--- config.mk ---
export PLATFORM = sky130hd
export DESIGN_NAME = e1000_top
export DESIGN_NICKNAME = d
export VERILOG_FILES = /design/src/logic/e1000_pkg.sv /design/src/logic/e1000_regs.sv /design/src/logic/e1000_intr.sv /design/src/logic/e1000_mdio.sv /design/src/logic/e1000_top.sv
export VERILOG_INCLUDE_DIRS = /design/src /design/src/logic
export SDC_FILE = /design/constraint.sdc
export NUM_CORES = 1
export LEC_CHECK = 0
export BUFFER_PORTS_ARGS = -buffer_cell sky130_fd_sc_hd__buf_4
export CAP_MARGIN = 20
export CORE_MARGIN = 5
export CORE_UTILIZATION = 45
export DETAILED_ROUTE_END_ITERATION = 10
export PLACE_DENSITY = 0.72
export SYNTH_ARGS = -nofsm -noshare
export SYNTH_HDL_FRONTEND = slang
export SYNTH_SLANG_ARGS = --single-unit
--- constraint.sdc ---
create_clock -name aclk -period 4 [get_ports aclk]
set_input_delay 0 -clock aclk [delete_from_list [all_inputs] [get_ports aclk]]
set_output_delay 0 -clock aclk [all_outputs]
set_load 0.03 [all_outputs]
--- src/logic/e1000_defs.svh ---
`ifndef E1000_DEFS_SVH
`define E1000_DEFS_SVH

// Register port
`define REG_DATA_W 32
`define REG_ADDR_W 32
`define REG_OFF_W 16

// CTRL
`define CTRL_RST_BIT 26
`define CTRL_PHY_RST_BIT 31

// Full duplex in bit 0, 1000 Mb/s in bits 7:6
`define STATUS_VALUE 32'h0000_0081

// MDIC flag bits
`define MDIC_R_BIT 28
`define MDIC_I_BIT 29

// Interrupt causes
`define ICR_MDAC_BIT 9
`define ICR_PHYINT_BIT 12

`define PHY_SYNC_STAGES 2

// MDIO master
`define MDC_HALF 2   // aclk cycles per MDC half period
`define MDIO_PREAMBLE 32
`define MDIO_FRAME 64
`define PHY_ADDR 5'd1

`endif

--- src/logic/e1000_pkg.sv ---
`include "e1000_defs.svh"

package e1000_pkg;

	// Register offsets, low 16 address bits
	typedef enum logic [`REG_OFF_W-1:0] {
		REG_CTRL   = 16'h0000,
		REG_STATUS = 16'h0008,
		REG_MDIC   = 16'h0020,
		REG_ICR    = 16'h00C0,
		REG_ICS    = 16'h00C8,
		REG_IMS    = 16'h00D0,
		REG_IMC    = 16'h00D8
	} reg_off_e;

	// Clause-22 opcodes
	typedef enum logic [1:0] {
		MDIO_OP_WR = 2'b01,
		MDIO_OP_RD = 2'b10
	} mdio_op_e;

	typedef enum logic [1:0] {
		MDIO_IDLE,
		MDIO_PRE,
		MDIO_SHIFT,
		MDIO_DONE
	} mdio_state_e;

	typedef struct packed {
		logic [`REG_ADDR_W-1:0]   awaddr;
		logic                     awvalid;
		logic [`REG_DATA_W-1:0]   wdata;
		logic [`REG_DATA_W/8-1:0] wstrb;
		logic                     wvalid;
		logic                     bready;
		logic [`REG_ADDR_W-1:0]   araddr;
		logic                     arvalid;
		logic                     rready;
	} axil_req_t;

	typedef struct packed {
		logic                   awready;
		logic                   wready;
		logic [1:0]             bresp;
		logic                   bvalid;
		logic                   arready;
		logic [`REG_DATA_W-1:0] rdata;
		logic [1:0]             rresp;
		logic                   rvalid;
	} axil_rsp_t;

	typedef struct packed {
		mdio_op_e    op;
		logic [4:0]  reg_addr;
		logic [15:0] wdata;
	} mdio_cmd_t;

	// One strobe at a time, data is the written word
	typedef struct packed {
		logic                   ics;
		logic                   ims;
		logic                   imc;
		logic                   icr_rd;
		logic [`REG_DATA_W-1:0] data;
	} intr_wr_t;

endpackage

--- src/logic/e1000_regs.sv ---
`timescale 1ns/1ps
`include "e1000_defs.svh"

module e1000_regs (
	input  logic                   aclk,
	input  logic                   arst_n_i,
	input  e1000_pkg::axil_req_t   axil_req_i,
	output e1000_pkg::axil_rsp_t   axil_rsp_o,
	output logic                   mdio_start_o,
	output e1000_pkg::mdio_cmd_t   mdio_cmd_o,
	input  logic                   mdio_done_i,
	input  logic [15:0]            mdio_rdata_i,
	output e1000_pkg::intr_wr_t    intr_wr_o,
	output logic                   mdac_o,
	input  logic [`REG_DATA_W-1:0] icr_i,
	input  logic [`REG_DATA_W-1:0] ims_i,
	output logic                   reset_request_o,
	output logic                   phy_reset_o
);
	import e1000_pkg::*;

	logic                   aw_ready_q;   // awready and wready together
	logic                   b_valid_q;
	logic                   ar_ready_q;
	logic                   r_valid_q;
	logic [`REG_DATA_W-1:0] r_data_q;
	logic [`REG_DATA_W-1:0] ctrl_q;
	logic [`REG_DATA_W-1:0] mdic_q;
	logic                   mdio_busy_q;
	logic                   mdio_start_q;
	logic                   wr_go;
	logic                   rd_go;
	logic                   mdic_wr;
	reg_off_e               wr_off;
	reg_off_e               rd_off;
	logic [`REG_DATA_W-1:0] rd_mux;

	assign wr_off = reg_off_e'(axil_req_i.awaddr[`REG_OFF_W-1:0]);
	assign rd_off = reg_off_e'(axil_req_i.araddr[`REG_OFF_W-1:0]);

	// Single write outstanding, stalled while bvalid waits
	assign wr_go = axil_req_i.awvalid && axil_req_i.wvalid && !aw_ready_q && !b_valid_q;
	// Read yields to a write accept so the interrupt strobes never overlap
	assign rd_go = axil_req_i.arvalid && !ar_ready_q && !r_valid_q && !wr_go;

	always_ff @(posedge aclk or negedge arst_n_i) begin
		if (!arst_n_i) begin
			aw_ready_q <= 1'b0;
			b_valid_q <= 1'b0;
			ar_ready_q <= 1'b0;
			r_valid_q <= 1'b0;
		end else begin
			aw_ready_q <= wr_go;
			ar_ready_q <= rd_go;
			if (aw_ready_q)
				b_valid_q <= 1'b1;
			else if (axil_req_i.bready)
				b_valid_q <= 1'b0;
			if (ar_ready_q)
				r_valid_q <= 1'b1;
			else if (axil_req_i.rready)
				r_valid_q <= 1'b0;
		end
	end

	always_comb begin
		case (rd_off)
			REG_CTRL:   rd_mux = ctrl_q;
			REG_STATUS: rd_mux = `STATUS_VALUE;
			REG_MDIC:   rd_mux = mdic_q;
			REG_ICR:    rd_mux = icr_i;
			REG_IMS:    rd_mux = ims_i;
			default:    rd_mux = '0;   // ICS, IMC and holes
		endcase
	end

	always_ff @(posedge aclk) begin
		if (ar_ready_q)
			r_data_q <= rd_mux;
	end

	// CTRL honours byte strobes
	always_ff @(posedge aclk or negedge arst_n_i) begin
		if (!arst_n_i) begin
			ctrl_q <= '0;
		end else if (aw_ready_q && wr_off == REG_CTRL) begin
			for (int b = 0; b < `REG_DATA_W/8; b++) begin
				if (axil_req_i.wstrb[b])
					ctrl_q[8*b +: 8] <= axil_req_i.wdata[8*b +: 8];
			end
		end
	end

	assign mdic_wr = aw_ready_q && wr_off == REG_MDIC && !mdio_busy_q;

	always_ff @(posedge aclk or negedge arst_n_i) begin
		if (!arst_n_i) begin
			mdic_q <= '0;
			mdio_busy_q <= 1'b0;
			mdio_start_q <= 1'b0;
		end else begin
			mdio_start_q <= mdic_wr;
			if (mdic_wr) begin
				// Keeps I, data, reg, phy and op; R cleared
				mdic_q <= {2'b00, axil_req_i.wdata[`MDIC_I_BIT], 1'b0, axil_req_i.wdata[27:0]};
				mdio_busy_q <= 1'b1;
			end else if (mdio_done_i) begin
				mdic_q[`MDIC_R_BIT] <= 1'b1;
				mdio_busy_q <= 1'b0;
				if (mdio_cmd_o.op == MDIO_OP_RD)
					mdic_q[15:0] <= mdio_rdata_i;
			end
		end
	end

	assign mdio_start_o = mdio_start_q;
	assign mdac_o = mdio_done_i && mdic_q[`MDIC_I_BIT];

	always_comb begin
		mdio_cmd_o.op = mdio_op_e'(mdic_q[27:26]);
		mdio_cmd_o.reg_addr = mdic_q[20:16];
		mdio_cmd_o.wdata = mdic_q[15:0];
	end

	always_comb begin
		intr_wr_o.ics = aw_ready_q && wr_off == REG_ICS;
		intr_wr_o.ims = aw_ready_q && wr_off == REG_IMS;
		intr_wr_o.imc = aw_ready_q && wr_off == REG_IMC;
		intr_wr_o.icr_rd = ar_ready_q && rd_off == REG_ICR;
		intr_wr_o.data = axil_req_i.wdata;
	end

	always_comb begin
		axil_rsp_o.awready = aw_ready_q;
		axil_rsp_o.wready = aw_ready_q;
		axil_rsp_o.bresp = 2'b00;   // OKAY
		axil_rsp_o.bvalid = b_valid_q;
		axil_rsp_o.arready = ar_ready_q;
		axil_rsp_o.rdata = r_data_q;
		axil_rsp_o.rresp = 2'b00;
		axil_rsp_o.rvalid = r_valid_q;
	end

	assign reset_request_o = ctrl_q[`CTRL_RST_BIT];
	assign phy_reset_o = ctrl_q[`CTRL_PHY_RST_BIT] || !arst_n_i;

endmodule

--- src/logic/e1000_intr.sv ---
`timescale 1ns/1ps
`include "e1000_defs.svh"

module e1000_intr (
	input  logic                   aclk,
	input  logic                   arst_n_i,
	input  e1000_pkg::intr_wr_t    intr_wr_i,
	input  logic                   mdac_i,
	input  logic                   phy_int_i,
	output logic [`REG_DATA_W-1:0] icr_o,
	output logic [`REG_DATA_W-1:0] ims_o,
	output logic                   intr_request_o
);

	logic [`PHY_SYNC_STAGES-1:0] phy_sync_q;
	logic                        phy_int_s;
	logic [`REG_DATA_W-1:0]      icr_q;
	logic [`REG_DATA_W-1:0]      ims_q;
	logic [`REG_DATA_W-1:0]      icr_set;
	logic [`REG_DATA_W-1:0]      icr_clr;
	logic [`REG_DATA_W-1:0]      ims_set;
	logic [`REG_DATA_W-1:0]      ims_clr;

	assign phy_int_s = phy_sync_q[`PHY_SYNC_STAGES-1];

	always_comb begin
		icr_set = intr_wr_i.ics ? intr_wr_i.data : '0;
		icr_set[`ICR_MDAC_BIT] = icr_set[`ICR_MDAC_BIT] | mdac_i;
		icr_set[`ICR_PHYINT_BIT] = icr_set[`ICR_PHYINT_BIT] | phy_int_s;   // level, not edge
	end

	assign icr_clr = {`REG_DATA_W{intr_wr_i.icr_rd}};
	assign ims_set = intr_wr_i.ims ? intr_wr_i.data : '0;
	assign ims_clr = intr_wr_i.imc ? intr_wr_i.data : '0;

	always_ff @(posedge aclk or negedge arst_n_i) begin
		if (!arst_n_i) begin
			phy_sync_q <= '0;
			icr_q <= '0;
			ims_q <= '0;
			intr_request_o <= 1'b0;
		end else begin
			phy_sync_q <= {phy_sync_q[`PHY_SYNC_STAGES-2:0], phy_int_i};
			// A new cause beats the read clear
			icr_q <= (icr_q & ~icr_clr) | icr_set;
			ims_q <= (ims_q & ~ims_clr) | ims_set;
			intr_request_o <= |(icr_q & ims_q);
		end
	end

	assign icr_o = icr_q;
	assign ims_o = ims_q;

endmodule

--- src/logic/e1000_mdio.sv ---
`timescale 1ns/1ps
`include "e1000_defs.svh"

module e1000_mdio (
	input  logic                 aclk,
	input  logic                 arst_n_i,
	input  logic                 start_i,
	input  e1000_pkg::mdio_cmd_t cmd_i,
	output logic                 mdc_o,
	input  logic                 mdio_i,
	output logic                 mdio_o,
	output logic                 mdio_oe_o,
	output logic                 done_o,
	output logic [15:0]          rdata_o
);
	import e1000_pkg::*;

	localparam int HALF_W = $clog2(`MDC_HALF);
	localparam int BIT_W = $clog2(`MDIO_FRAME);
	localparam int BODY_W = `MDIO_FRAME - `MDIO_PREAMBLE;
	// Frame positions of turnaround and first data bit
	localparam int TA_BIT = `MDIO_PREAMBLE + 14;
	localparam int DATA_BIT = `MDIO_PREAMBLE + 16;

	mdio_state_e       state_q;
	logic [HALF_W-1:0] half_q;
	logic [BIT_W-1:0]  bit_q;
	logic [BIT_W-1:0]  bit_nxt;
	logic [BODY_W-1:0] body_q;
	logic [15:0]       rd_sh_q;
	logic              rd_op_q;
	logic              active;
	logic              half_end;
	logic              last_bit;
	logic              mdc_rise;
	logic              mdc_fall;
	logic              shift_out;

	assign active = state_q == MDIO_PRE || state_q == MDIO_SHIFT;
	assign half_end = half_q == HALF_W'(`MDC_HALF - 1);
	assign last_bit = bit_q == BIT_W'(`MDIO_FRAME - 1);
	assign bit_nxt = bit_q + 1'b1;
	assign mdc_rise = active && half_end && !mdc_o;
	assign mdc_fall = active && half_end && mdc_o;
	assign shift_out = mdc_fall && !last_bit && bit_nxt >= BIT_W'(`MDIO_PREAMBLE);

	// Last falling edge of the frame
	assign done_o = mdc_fall && last_bit;
	assign rdata_o = rd_sh_q;

	always_ff @(posedge aclk or negedge arst_n_i) begin
		if (!arst_n_i) begin
			state_q <= MDIO_IDLE;
			half_q <= '0;
			bit_q <= '0;
			mdc_o <= 1'b0;
			mdio_o <= 1'b1;
			mdio_oe_o <= 1'b0;
			rd_op_q <= 1'b0;
		end else begin
			case (state_q)
				MDIO_IDLE: begin
					if (start_i) begin
						state_q <= MDIO_PRE;
						half_q <= '0;
						bit_q <= '0;
						mdio_o <= 1'b1;   // preamble ones
						mdio_oe_o <= 1'b1;
						rd_op_q <= cmd_i.op == MDIO_OP_RD;
					end
				end
				MDIO_PRE, MDIO_SHIFT: begin
					half_q <= half_end ? '0 : half_q + 1'b1;
					if (half_end)
						mdc_o <= !mdc_o;
					if (done_o) begin
						state_q <= MDIO_DONE;
						mdio_o <= 1'b1;
						mdio_oe_o <= 1'b0;
					end else if (mdc_fall) begin
						bit_q <= bit_nxt;
						if (shift_out) begin
							state_q <= MDIO_SHIFT;
							mdio_o <= body_q[BODY_W-1];
						end
						// PHY owns the line from turnaround on
						if (rd_op_q && bit_nxt >= BIT_W'(TA_BIT))
							mdio_oe_o <= 1'b0;
					end
				end
				MDIO_DONE: state_q <= MDIO_IDLE;
				default: state_q <= MDIO_IDLE;
			endcase
		end
	end

	always_ff @(posedge aclk) begin
		if (state_q == MDIO_IDLE && start_i)
			body_q <= {2'b01, cmd_i.op, `PHY_ADDR, cmd_i.reg_addr, 2'b10, cmd_i.wdata};
		else if (shift_out)
			body_q <= {body_q[BODY_W-2:0], 1'b0};
	end

	// Sample data bits on rising MDC, MSB first
	always_ff @(posedge aclk) begin
		if (mdc_rise && rd_op_q && bit_q >= BIT_W'(DATA_BIT))
			rd_sh_q <= {rd_sh_q[14:0], mdio_i};
	end

endmodule

--- src/logic/e1000_top.sv ---
`timescale 1ns/1ps
`include "e1000_defs.svh"

module e1000_top (
	input  logic                 aclk,
	input  logic                 arst_n_i,
	input  e1000_pkg::axil_req_t s_axil_req_i,
	output e1000_pkg::axil_rsp_t s_axil_rsp_o,
	output logic                 phy_mdc_o,
	input  logic                 phy_mdio_i,
	output logic                 phy_mdio_o,
	output logic                 phy_mdio_oe_o,
	input  logic                 phy_int_i,
	output logic                 intr_request_o,
	output logic                 reset_request_o,
	output logic                 phy_reset_o
);
	import e1000_pkg::*;

	logic                   mdio_start;
	mdio_cmd_t              mdio_cmd;
	logic                   mdio_done;
	logic [15:0]            mdio_rdata;
	intr_wr_t               intr_wr;
	logic                   mdac;
	logic [`REG_DATA_W-1:0] icr;
	logic [`REG_DATA_W-1:0] ims;

	e1000_regs i_regs (
		.aclk            (aclk),
		.arst_n_i        (arst_n_i),
		.axil_req_i      (s_axil_req_i),
		.axil_rsp_o      (s_axil_rsp_o),
		.mdio_start_o    (mdio_start),
		.mdio_cmd_o      (mdio_cmd),
		.mdio_done_i     (mdio_done),
		.mdio_rdata_i    (mdio_rdata),
		.intr_wr_o       (intr_wr),
		.mdac_o          (mdac),
		.icr_i           (icr),
		.ims_i           (ims),
		.reset_request_o (reset_request_o),
		.phy_reset_o     (phy_reset_o)
	);

	e1000_intr i_intr (
		.aclk           (aclk),
		.arst_n_i       (arst_n_i),
		.intr_wr_i      (intr_wr),
		.mdac_i         (mdac),
		.phy_int_i      (phy_int_i),
		.icr_o          (icr),
		.ims_o          (ims),
		.intr_request_o (intr_request_o)
	);

	e1000_mdio i_mdio (
		.aclk      (aclk),
		.arst_n_i  (arst_n_i),
		.start_i   (mdio_start),
		.cmd_i     (mdio_cmd),
		.mdc_o     (phy_mdc_o),
		.mdio_i    (phy_mdio_i),
		.mdio_o    (phy_mdio_o),
		.mdio_oe_o (phy_mdio_oe_o),
		.done_o    (mdio_done),
		.rdata_o   (mdio_rdata)
	);

endmodule

## Word level (Yosys, flattened, before mapping)

Index checks and enable logic that the tools add are counted.

| word-level totals | value |
|---|---|
| input port bits | 109 |
| word-level logic and storage cells | 157 |
| flip-flop bits (word level) | 228 |
| output and inout bits | 47 |

| operators by class | value |
|---|---|
| muxes and demuxes | 38 |
| add/sub/neg operators | 2 |
| bitwise logic cells | 9 |
| equal/unequal tests | 19 |
| reduce and logical (&&, ||, !) cells | 58 |
| magnitude comparators | 3 |

Operators by type and width:

| operator | number |
|---|---|
| $pmux W32 S5 | 1 |
| $and A32 B32 Y32 | 3 |
| $mux W32 | 3 |
| $eq A16 B8 Y1 const B | 5 |
| $not A32 Y32 | 2 |
| $or A32 B32 Y32 | 2 |
| $mux W30 | 2 |
| $mux W16 | 3 |
| $eq A16 B6 Y1 const B | 2 |
| $logic_not A16 Y1 | 2 |
| $reduce_or A32 Y1 | 1 |
| $logic_and A1 B1 Y1 | 24 |
| $ge A6 B6 Y1 const B | 3 |
| $mux W6 | 3 |
| $mux W1 | 17 |
| $eq A16 B4 Y1 const B | 1 |
| $reduce_and A2 Y1 | 8 |
| $pmux W6 S2 | 1 |
| $reduce_and A4 Y1 | 3 |
| $reduce_bool A2 Y1 | 6 |
| $logic_not A1 Y1 | 9 |
| $ne A3 B2 Y1 const B | 3 |
| $mux W2 | 4 |
| $add A6 B1 Y6 const B | 1 |
| other kinds (13) | 20 |

## Logic depth before layout (Yosys ltp)

Gate-level depths: netlist of run 1.

| logic depth | value |
|---|---|
| word-level depth | 10 |
| mapped depth | 9 |

## Cells and area by module

A second synthesis of run 1 with hierarchy kept.

| second synthesis, totals | value |
|---|---|
| cell total of the unflattened synthesis | 934 |
| area, all modules | 10633.9 µm² |

Modules (own cells, without submodules):

| module | area an instance (µm²) | seq. area each (µm²) | cells an instance | instances |
|---|---|---|---|---|
| e1000_regs | 5273.8 | 2662.6 | 430 | 1 |
| e1000_intr | 2682.6 | 1676.6 | 260 | 1 |
| e1000_mdio | 2677.6 | 1677.9 | 244 | 1 |

## Worst setup path before layout of run 1

No wires, ideal clock.

| timing | value |
|---|---|
| path kind | register to register |
| from | register i_mdio.state_q[0] |
| to | register i_mdio.rd_sh_q[0], in the netlist i_mdio.rdata_o[0] (enable) |
| library setup time | 0.436 ns |
| arrival | 2.643 ns |
| slack | 0.921 ns |
| buffers on the path | 1 |
| cell stages (with the launch flop) | 6 |
| cells stage by stage | dfrtp_1 > inv_1 > ha_1 > buf_4 > nand2_1 > nor4b_1 |

| between the ends | value |
|---|---|
| cells in the longest elaborated chain, start to end | 6 |

RTL lines:

| item | RTL line | text |
|---|---|---|
| start: declaration | e1000_mdio.sv:25 | `mdio_state_e state_q;` |
| start signal: assignment | e1000_mdio.sv:53 | `state_q <= MDIO_IDLE;` |
| start signal: assignment | e1000_mdio.sv:64 | `state_q <= MDIO_PRE;` |
| start signal: assignment | e1000_mdio.sv:77 | `state_q <= MDIO_DONE;` |
| $eq A2 B1 Y1 or $eq A2 B2 Y1 (tied branches) | e1000_mdio.sv:39 | `assign active = state_q == MDIO_PRE \|\| state_q == MDIO_SHIFT;` |
| $logic_or A1 B1 Y1 (*) | e1000_mdio.sv:39 |  |
| $logic_and A1 B1 Y1 (*) (2 in series) | e1000_mdio.sv:43 | `assign mdc_rise = active && half_end && !mdc_o;` |
| $logic_and A1 B1 Y1 (*) (2 in series) | e1000_mdio.sv:106 | `if (mdc_rise && rd_op_q && bit_q >= BIT_W'(DATA_BIT))` |
| end signal: assignment | e1000_mdio.sv:107 | `rd_sh_q <= {rd_sh_q[14:0], mdio_i};` |
| end: declaration | e1000_mdio.sv:30 | `logic [15:0] rd_sh_q;` |

Every way passes the cells marked *; elsewhere a longest branch is shown, timed or not.
A chain may end at the register's enable or synchronous reset.

## Final worst setup path of run 1

| timing | value |
|---|---|
| from | register i_regs.aw_ready_q |
| to | register i_regs.ctrl_q[17] |

| between the ends | value |
|---|---|
| cells in the longest elaborated chain, start to end | 2 |

RTL lines:

| item | RTL line | text |
|---|---|---|
| start: declaration | e1000_regs.sv:22 | `logic aw_ready_q;` |
| start signal: assignment | e1000_regs.sv:53 | `aw_ready_q <= wr_go;` |
| $logic_and A1 B1 Y1 | e1000_regs.sv:86 | `end else if (aw_ready_q && wr_off == REG_CTRL) begin` |
| $reduce_and A2 Y1 (no line) | -- |  |
| end signal: indexed assignment | e1000_regs.sv:89 | `ctrl_q[8*b +: 8] <= axil_req_i.wdata[8*b +: 8];` |
| end: declaration | e1000_regs.sv:27 | `` logic [`REG_DATA_W-1:0] ctrl_q; `` |

Every way passes these cells.

==> out/qor.txt, run 1 <==
count leader, synth = nand2_1
CTS tree = yes
pins over their slew limit = 0
Critical Path Start = i_regs.aw_ready_q
register share of total power = 50.5%
Min Clock Period, post-route = 2.89 ns
Total Power = 4.89 mW
top cell type's share of synthesized area = 37.0%
Synth async-reset ratio = 64.9%
Initial Util = 45.7%
Die Height = 159 µm
clock share of power = 42.8%
Hold-fix buffers, CTS = 43
largest area contributor in the netlist = dfrtp_1
first-pass GRT wire length = 39.0 mm
clock slew at reported path FFs = 0.06 ns
Worst Path Required = 4.38 ns
max_slew headroom = 33.9%
dpl hpwl = 15.9 mm
peak supply drop = 281 µV
H-tree depth = 1
synthesized cell area = 9940 µm²
Worst Path Max Fanout = 8
sequential area share after synthesis = 60.6%
GRT Total Usage = 19.7%
P_sw = 1.08 mW
layout net count = 1104
Main synth FF type = dfrtp_1
crit path DAT = 3.27 ns
Rows = 54
Pwr Density = 401 nW/µm²
Routed WL = 25.1 mm
Worst setup SP type = flop
synthesized flop and latch total = 228
Setup Buffers After CTS = 0
Synth area leaders = dfrtp_1 (37%), edfxtp_1 (21%), nand2_1 (5.8%), mux2i_1 (4.8%), mux2_2 (3.6%)
# diodes = 0
Port-buffer cells = 119
Netlist cell types = 52
R2R cell count = 5
clock sinks = 228
share of cells above drive strength 1 = 21.7%
vias in the first global route = 7157
largest net degree at the start of global routing = 106
I/O pin cnt = 156
Comb pwr share = 6.6%
gpl congestion = 0.802
via count = 7165
violated checks = hold timing
GRT Residual Overflow = 0
Max Clock Skew = 0.0105 ns
core box area = 21800 µm²
WL/cell = 19.4 µm
f_max = 346 MHz
slew at the pin with the worst max-slew slack = 0.989 ns
total leakage power = 5.69 nW
period utilisation layout = 72.2%
fillcell total = 1808
Die Wd = 159 µm
max-cap violations = 0
# DRC = 0
RSZ-0062 raised after global routing = no
R2R Path Start = i_regs.aw_ready_q
Iter 0 DRT Violations = 620
TritonCTS Buffers = 24
Post-synth EDFFs = 71
Synthesis Warnings = 0
critical path class = reg -> reg
synthesized area per cell = 11.7 µm²
Int Pwr = 3.81 mW
worst hold path type = in -> async
antenna viol nets, final = 0
Final Hold Violating Endpoints = 3
Resize count post-CTS = 0
root buf cell = clkbuf_16
status = finished, violations left
DR vias/cell = 5.55
First-pass DRT Iterations = 5
initial antenna violation count = 0
setup violators final = 0
Critical Path Sink Type = flop
Sw Ratio = 22.1%
Max clock buf depth = 3
die area = 25200 µm²
Gate Count Post-Synth = 850
synth-to-layout area growth = 22.7%
Synth top cells by count = nand2_1 (153), dfrtp_1 (147), edfxtp_1 (71)
worst skew pair latency = 0.51 ns
post-route setup TNS = 0 ns
worst hold margin = -0.00692 ns
==> stage by stage <==
stage	hold slack [ns]	worst slack, ns	std cells	cell area [µm²]	util [%]
after floorplan	-0.296	0.921	853	9950	-
after global placement	-0.0359	1.18	1203	11000	50.7
after detailed placement	-0.0353	1.13	1203	11000	50.7
after CTS	0.00382	1.10	1290	12200	56.0
after global routing	0.0212	0.989	1290	12200	56.0
final	-0.00692	1.11	1290	12200	56.0
==> power by group through the flow <==
stage	combinational (mW)	clock, mW	sequential, mW
after detailed placement	0.292	0	2.52
after global routing	0.347	2.23	2.47
final	0.325	2.09	2.47
after global placement	0.291	0	2.51
after floorplan	0.0521	0	2.58
after CTS	0.329	2.13	2.47
==> sequential cells by signal, summed over array words and instances (netlist names), 2 cells and up <==
register and cells:
i_intr.phy_sync_q 2, i_regs.mdic_q 30, i_regs.ctrl_q 32, i_mdio.rdata_o 16, i_mdio.bit_q 6, i_intr.icr_o 32, i_mdio.body_q 32, i_intr.ims_o 32
i_mdio.state_q 2, i_regs.r_data_q 32
==> per-layer routing <==
layer | GRT usage (%) | vias up | share of wire (%)
li1 | - | 3337 | -
met4 | 6.13 | 0 | 2.7
met3 | 3.37 | 43 | 7.4
met5 | 0 | - | 0
met2 | 31.3 | 279 | 47
met1 | 27.8 | 3506 | 43
==> final cells by class <==
type / count / area (µm²) / share of cell area [%]
multi-input cells: 521 / 3490 / 28.6
clock buffers: 41 / 726 / 5.95
well taps: 280 / 350 / 2.87
repair buffers: 175 / 1440 / 11.8
inverters: 42 / 158 / 1.29
flip-flops and latches: 228 / 6020 / 49.4
clock inverters: 3 / 13.8 / 0.113
==> layout by cell type, fill, tap and decap left out, drive strengths merged, types with 22 or more instances in the layout <==
master	Yosys	final
edfxtp	71	71
mux2i	48	48
buf	25	132
nor2	33	33
o21ai	42	42
inv	42	42
a21oi	28	28
a222oi	25	25
dfrtp	147	147
clkbuf	37	41
dlygate4sd3	0	43
mux2	45	45
a22oi	22	22
nand2	153	153
a22o	32	32
==> path summary, 6_finish.rpt <==
kind                                              to  slack, ns
worst max register to register     i_regs.ctrl_q[17]       1.11
min in group aclk                 i_regs.r_data_q[7]       0.01
worst min register to register  i_intr.phy_sync_q[1]       0.35
worst min-delay path                 i_mdio.bit_q[1]     -0.007
max in group asynchronous          i_regs.ctrl_q[14]       3.07
worst max-delay path               i_regs.ctrl_q[17]       1.11
==> cells by family (layout without fill, tap and decap cells) <==
family / Yosys count / after routing / share of synthesized area [%]
compound gates: 166 / 166 / 12.0
xor+xnor: 1 / 1 / 0.0882
fa+ha+maj: 3 / 3 / 0.378
buf+inv: 104 / 261 / 4.90
flops: 228 / 228 / 60.6
mux: 93 / 93 / 10.4
other cells: 1 / 4 / 0.0377
simple gates: 254 / 254 / 11.6
==> critical path: stages, from the launching register on <==
cell and delay (ns):
dfrtp_1 0.41, nor4b_1 0.24, nand2_1 0.25, nor4_1 0.87, and2_1 0.58, mux2_2 0.40
Note: power is estimated with default switching activity, not from simulation.
==> run 2: changes to the inputs <==
--- a/config.mk
+++ b/config.mk
@@ -6,12 +6,13 @@
 export SDC_FILE = /design/constraint.sdc
 export NUM_CORES = 1
 export LEC_CHECK = 0
+export ABC_AREA = 1
 export BUFFER_PORTS_ARGS = -buffer_cell sky130_fd_sc_hd__buf_4
 export CAP_MARGIN = 20
 export CORE_MARGIN = 5
 export CORE_UTILIZATION = 45
 export DETAILED_ROUTE_END_ITERATION = 10
-export PLACE_DENSITY = 0.72
+export PLACE_DENSITY = 0.74
 export SYNTH_ARGS = -nofsm -noshare
 export SYNTH_HDL_FRONTEND = slang
 export SYNTH_SLANG_ARGS = --single-unit
==> constraint.sdc (replaced) <==
create_clock -name aclk -period 2.6 [get_ports aclk]
set_input_delay 0 -clock aclk [delete_from_list [all_inputs] [get_ports aclk]]
set_output_delay 0 -clock aclk [all_outputs]
set_load 0.03 [all_outputs]
==> run 2 against run 1 <==
The run now ends clean. Final cell count up 23%. Global-route usage rose by 0.72 points. Synthesized cell count is 31% higher. Worst setup slack worse by 0.73 ns. First-iteration DRC count increased by 5.3%. Clock power up 68%. Clock skew rose by 0.013 ns. Power is 60% higher. Area after synthesis rose by 1.9%. Critical path type unchanged.
==> out/qor.txt, run 2 <==
Routed WL = 26.6 mm
max_slew headroom = 65.5%
GRT Residual Overflow = 0
Min Clock Period, post-route = 2.22 ns
count leader, synth = nand2_1
Initial Util = 46.1%
Levels on crit path = 9
I/O pin cnt = 156
fin cells = 1581
core box area = 22000 µm²
worst skew pair latency = 0.52 ns
Sw Ratio = 22.6%
clock share of power = 44.8%
Setup WS pre-CTS = 0.402 ns
Pwr Density = 620 nW/µm²
clock slew at reported path FFs = 0.06 ns
First-pass DRT Iterations = 6
final core occ = 57.5%
synthesized flop and latch total = 228
synthesized cell area = 10100 µm²
via count = 8348
f_max = 451 MHz
Max Clock Skew = 0.0239 ns
internal reg-to-reg setup slack = 0.38 ns
setup violators final = 0
layout net count = 1394
Worst Path Required = 3.00 ns
Placed Instance Area = 11300 µm²
gpl congestion = 0.860
largest net degree at the start of global routing = 86
Setup Buffers After CTS = 0
Int Pwr = 6.06 mW
Setup crit end = i_regs.mdic_q[13]
die area = 25600 µm²
first-pass GRT wire length = 42.8 mm
Synth area leaders = dfrtp_1 (36%), edfxtp_1 (21%), nand2_1 (12%), o21ai_0 (8.5%), inv_1 (4.2%)
placed instance count = 1488
clock sinks = 228
GRT Total Usage = 20.4%
P_sw = 1.77 mW
top cell type's share of synthesized area = 36.3%
Final Hold Violating Endpoints = 0
Main synth FF type = dfrtp_1
commonest non-fill, non-tap cells in the layout = nand2_1 (327), o21ai_0 (172), dfrtp_1 (146)
Total Power = 7.83 mW
Comb pwr share = 6.7%
root buf cell = clkbuf_16
total leakage power = 5.77 nW
Critical Path Sink Type = flop
setup ws final = 0.382 ns
H-tree depth = 1
crit path DAT = 2.61 ns
commonest non-fill, non-tap cell in the layout = nand2_1
Iter 0 DRT Violations = 653
Die Height = 160 µm
share of cells above drive strength 1 = 17.4%
Max clock buf depth = 3
Hold-fix buffers, CTS = 47
Worst Path Max Fanout = 17
max-cap violations = 0
Rows = 54
CP max stage delay = 0.38 ns
register share of total power = 48.4%
worst hold path type = in -> reg
R2R cell count = 9
antenna viol nets, final = 0
DR vias/cell = 5.28
status = completed
synthesized area per cell = 9.12 µm²
Synth top cells by count = nand2_1 (327), o21ai_0 (172), dfrtp_1 (147)
critical path class = reg -> reg
Worst setup SP type = flop
Netlist cell types = 40
pins over their slew limit = 0
Worst Path Buf+Inv = 2
sequential area share after synthesis = 59.4%
RSZ-0062 raised after global routing = no
initial antenna violation count = 0
R2R Path Start = i_mdio.state_q[0]
worst hold margin = 0.0102 ns
peak supply drop = 454 µV
synth-to-layout area growth = 24.8%
Port-buffer cells = 119
Crit-path slowest cell = ha_1
Gate Count Post-Synth = 1110
TritonCTS Buffers = 25
fillcell total = 1853
# diodes = 0
vias in the first global route = 8160
post-route cell area = 12600 µm²
CTS tree = yes
slew at the pin with the worst max-slew slack = 0.517 ns
largest area contributor in the netlist = dfrtp_1
CP Cell Sequence = inv_1 > ha_1 > nand3_1 > nor2_4 > nand2_1 > nand2_1 > inv_2 > nand2_1 > nand2_1
most used cell, CP = nand2_1
Top delay family on crit path = simple AND/OR/NAND/NOR gates
Critical Path Start = i_mdio.state_q[0]
Synthesis Warnings = 0
period utilisation layout = 85.3%
WL/cell = 16.8 µm
dpl hpwl = 17.9 mm
# DRC = 0
Die Wd = 160 µm
Resize count post-CTS = 0
r2r endpoint = i_regs.mdic_q[13]
Post-synth EDFFs = 71
Synth async-reset ratio = 64.9%
post-route setup TNS = 0 ns
[run 2: cell type report]
type	instances	area [µm²]	share of cell area, %
clock inverter	14	149	1.18
clock buffer	32	662	5.24
inverter	116	435	3.45
multi-input combinational	717	3420	27.1
sequential	228	6020	47.6
timing repair buffer	194	1600	12.7
tap	280	350	2.77
[run 2: cell families after synthesis]
logic type                 share of synthesized area, %
other                                            0.0370
adders and majority gates                         0.371
buffers and inverters                              7.06
and+or+nand+nor                                    19.5
AOI/OAI and AO/OA                                  13.5
xor gates and xnor gates                         0.0865
DFF                                                59.4
[run 2: power by group through the flow]
stage,combinational [mW],clock [mW],sequential [mW]
detailed placement,0.477,0,3.87
CTS,0.534,3.55,3.80
global route,0.569,3.70,3.80
global placement,0.474,0,3.86
finish,0.527,3.51,3.80
floorplan,0.109,0,3.97
[run 2: how the worst min path moves through the flow]
stage / slack (ns) / cells after the start / start / endpoint
2_1_floorplan: -0.30 / 0 / arst_n_i / i_intr.icr_o[0]
4_1_cts: 0.001 / 4 / s_axil_req_i[39] / i_regs.ctrl_q[29]
6_report: 0.01 / 4 / s_axil_req_i[39] / i_regs.ctrl_q[29]
5_1_grt: 0.03 / 4 / s_axil_req_i[38] / i_regs.ctrl_q[22]
3_5_place_dp: -0.05 / 1 / arst_n_i / i_mdio.bit_q[2]
3_3_place_gp: -0.05 / 1 / arst_n_i / i_mdio.bit_q[3]
[run 2: tightest hold or removal path, delay by kind of cell]
family | cells | cell delay [ns]
buffers and inverters | 2 | 0.30
AO/OA/AOI/OAI | 1 | 0.12
AND/OR/NAND/NOR | 1 | 0.08
[run 2: routing by layer]
| metal | part of all wire (%) | up-vias | GRT usage [%] |
|---|---|---|---|
| li1 | - | 4038 | - |
| met1 | 43 | 3948 | 28.9 |
| met2 | 48 | 323 | 34.0 |
| met3 | 7.6 | 39 | 3.09 |
| met4 | 1.6 | 0 | 3.68 |
| met5 | 0 | - | 0 |
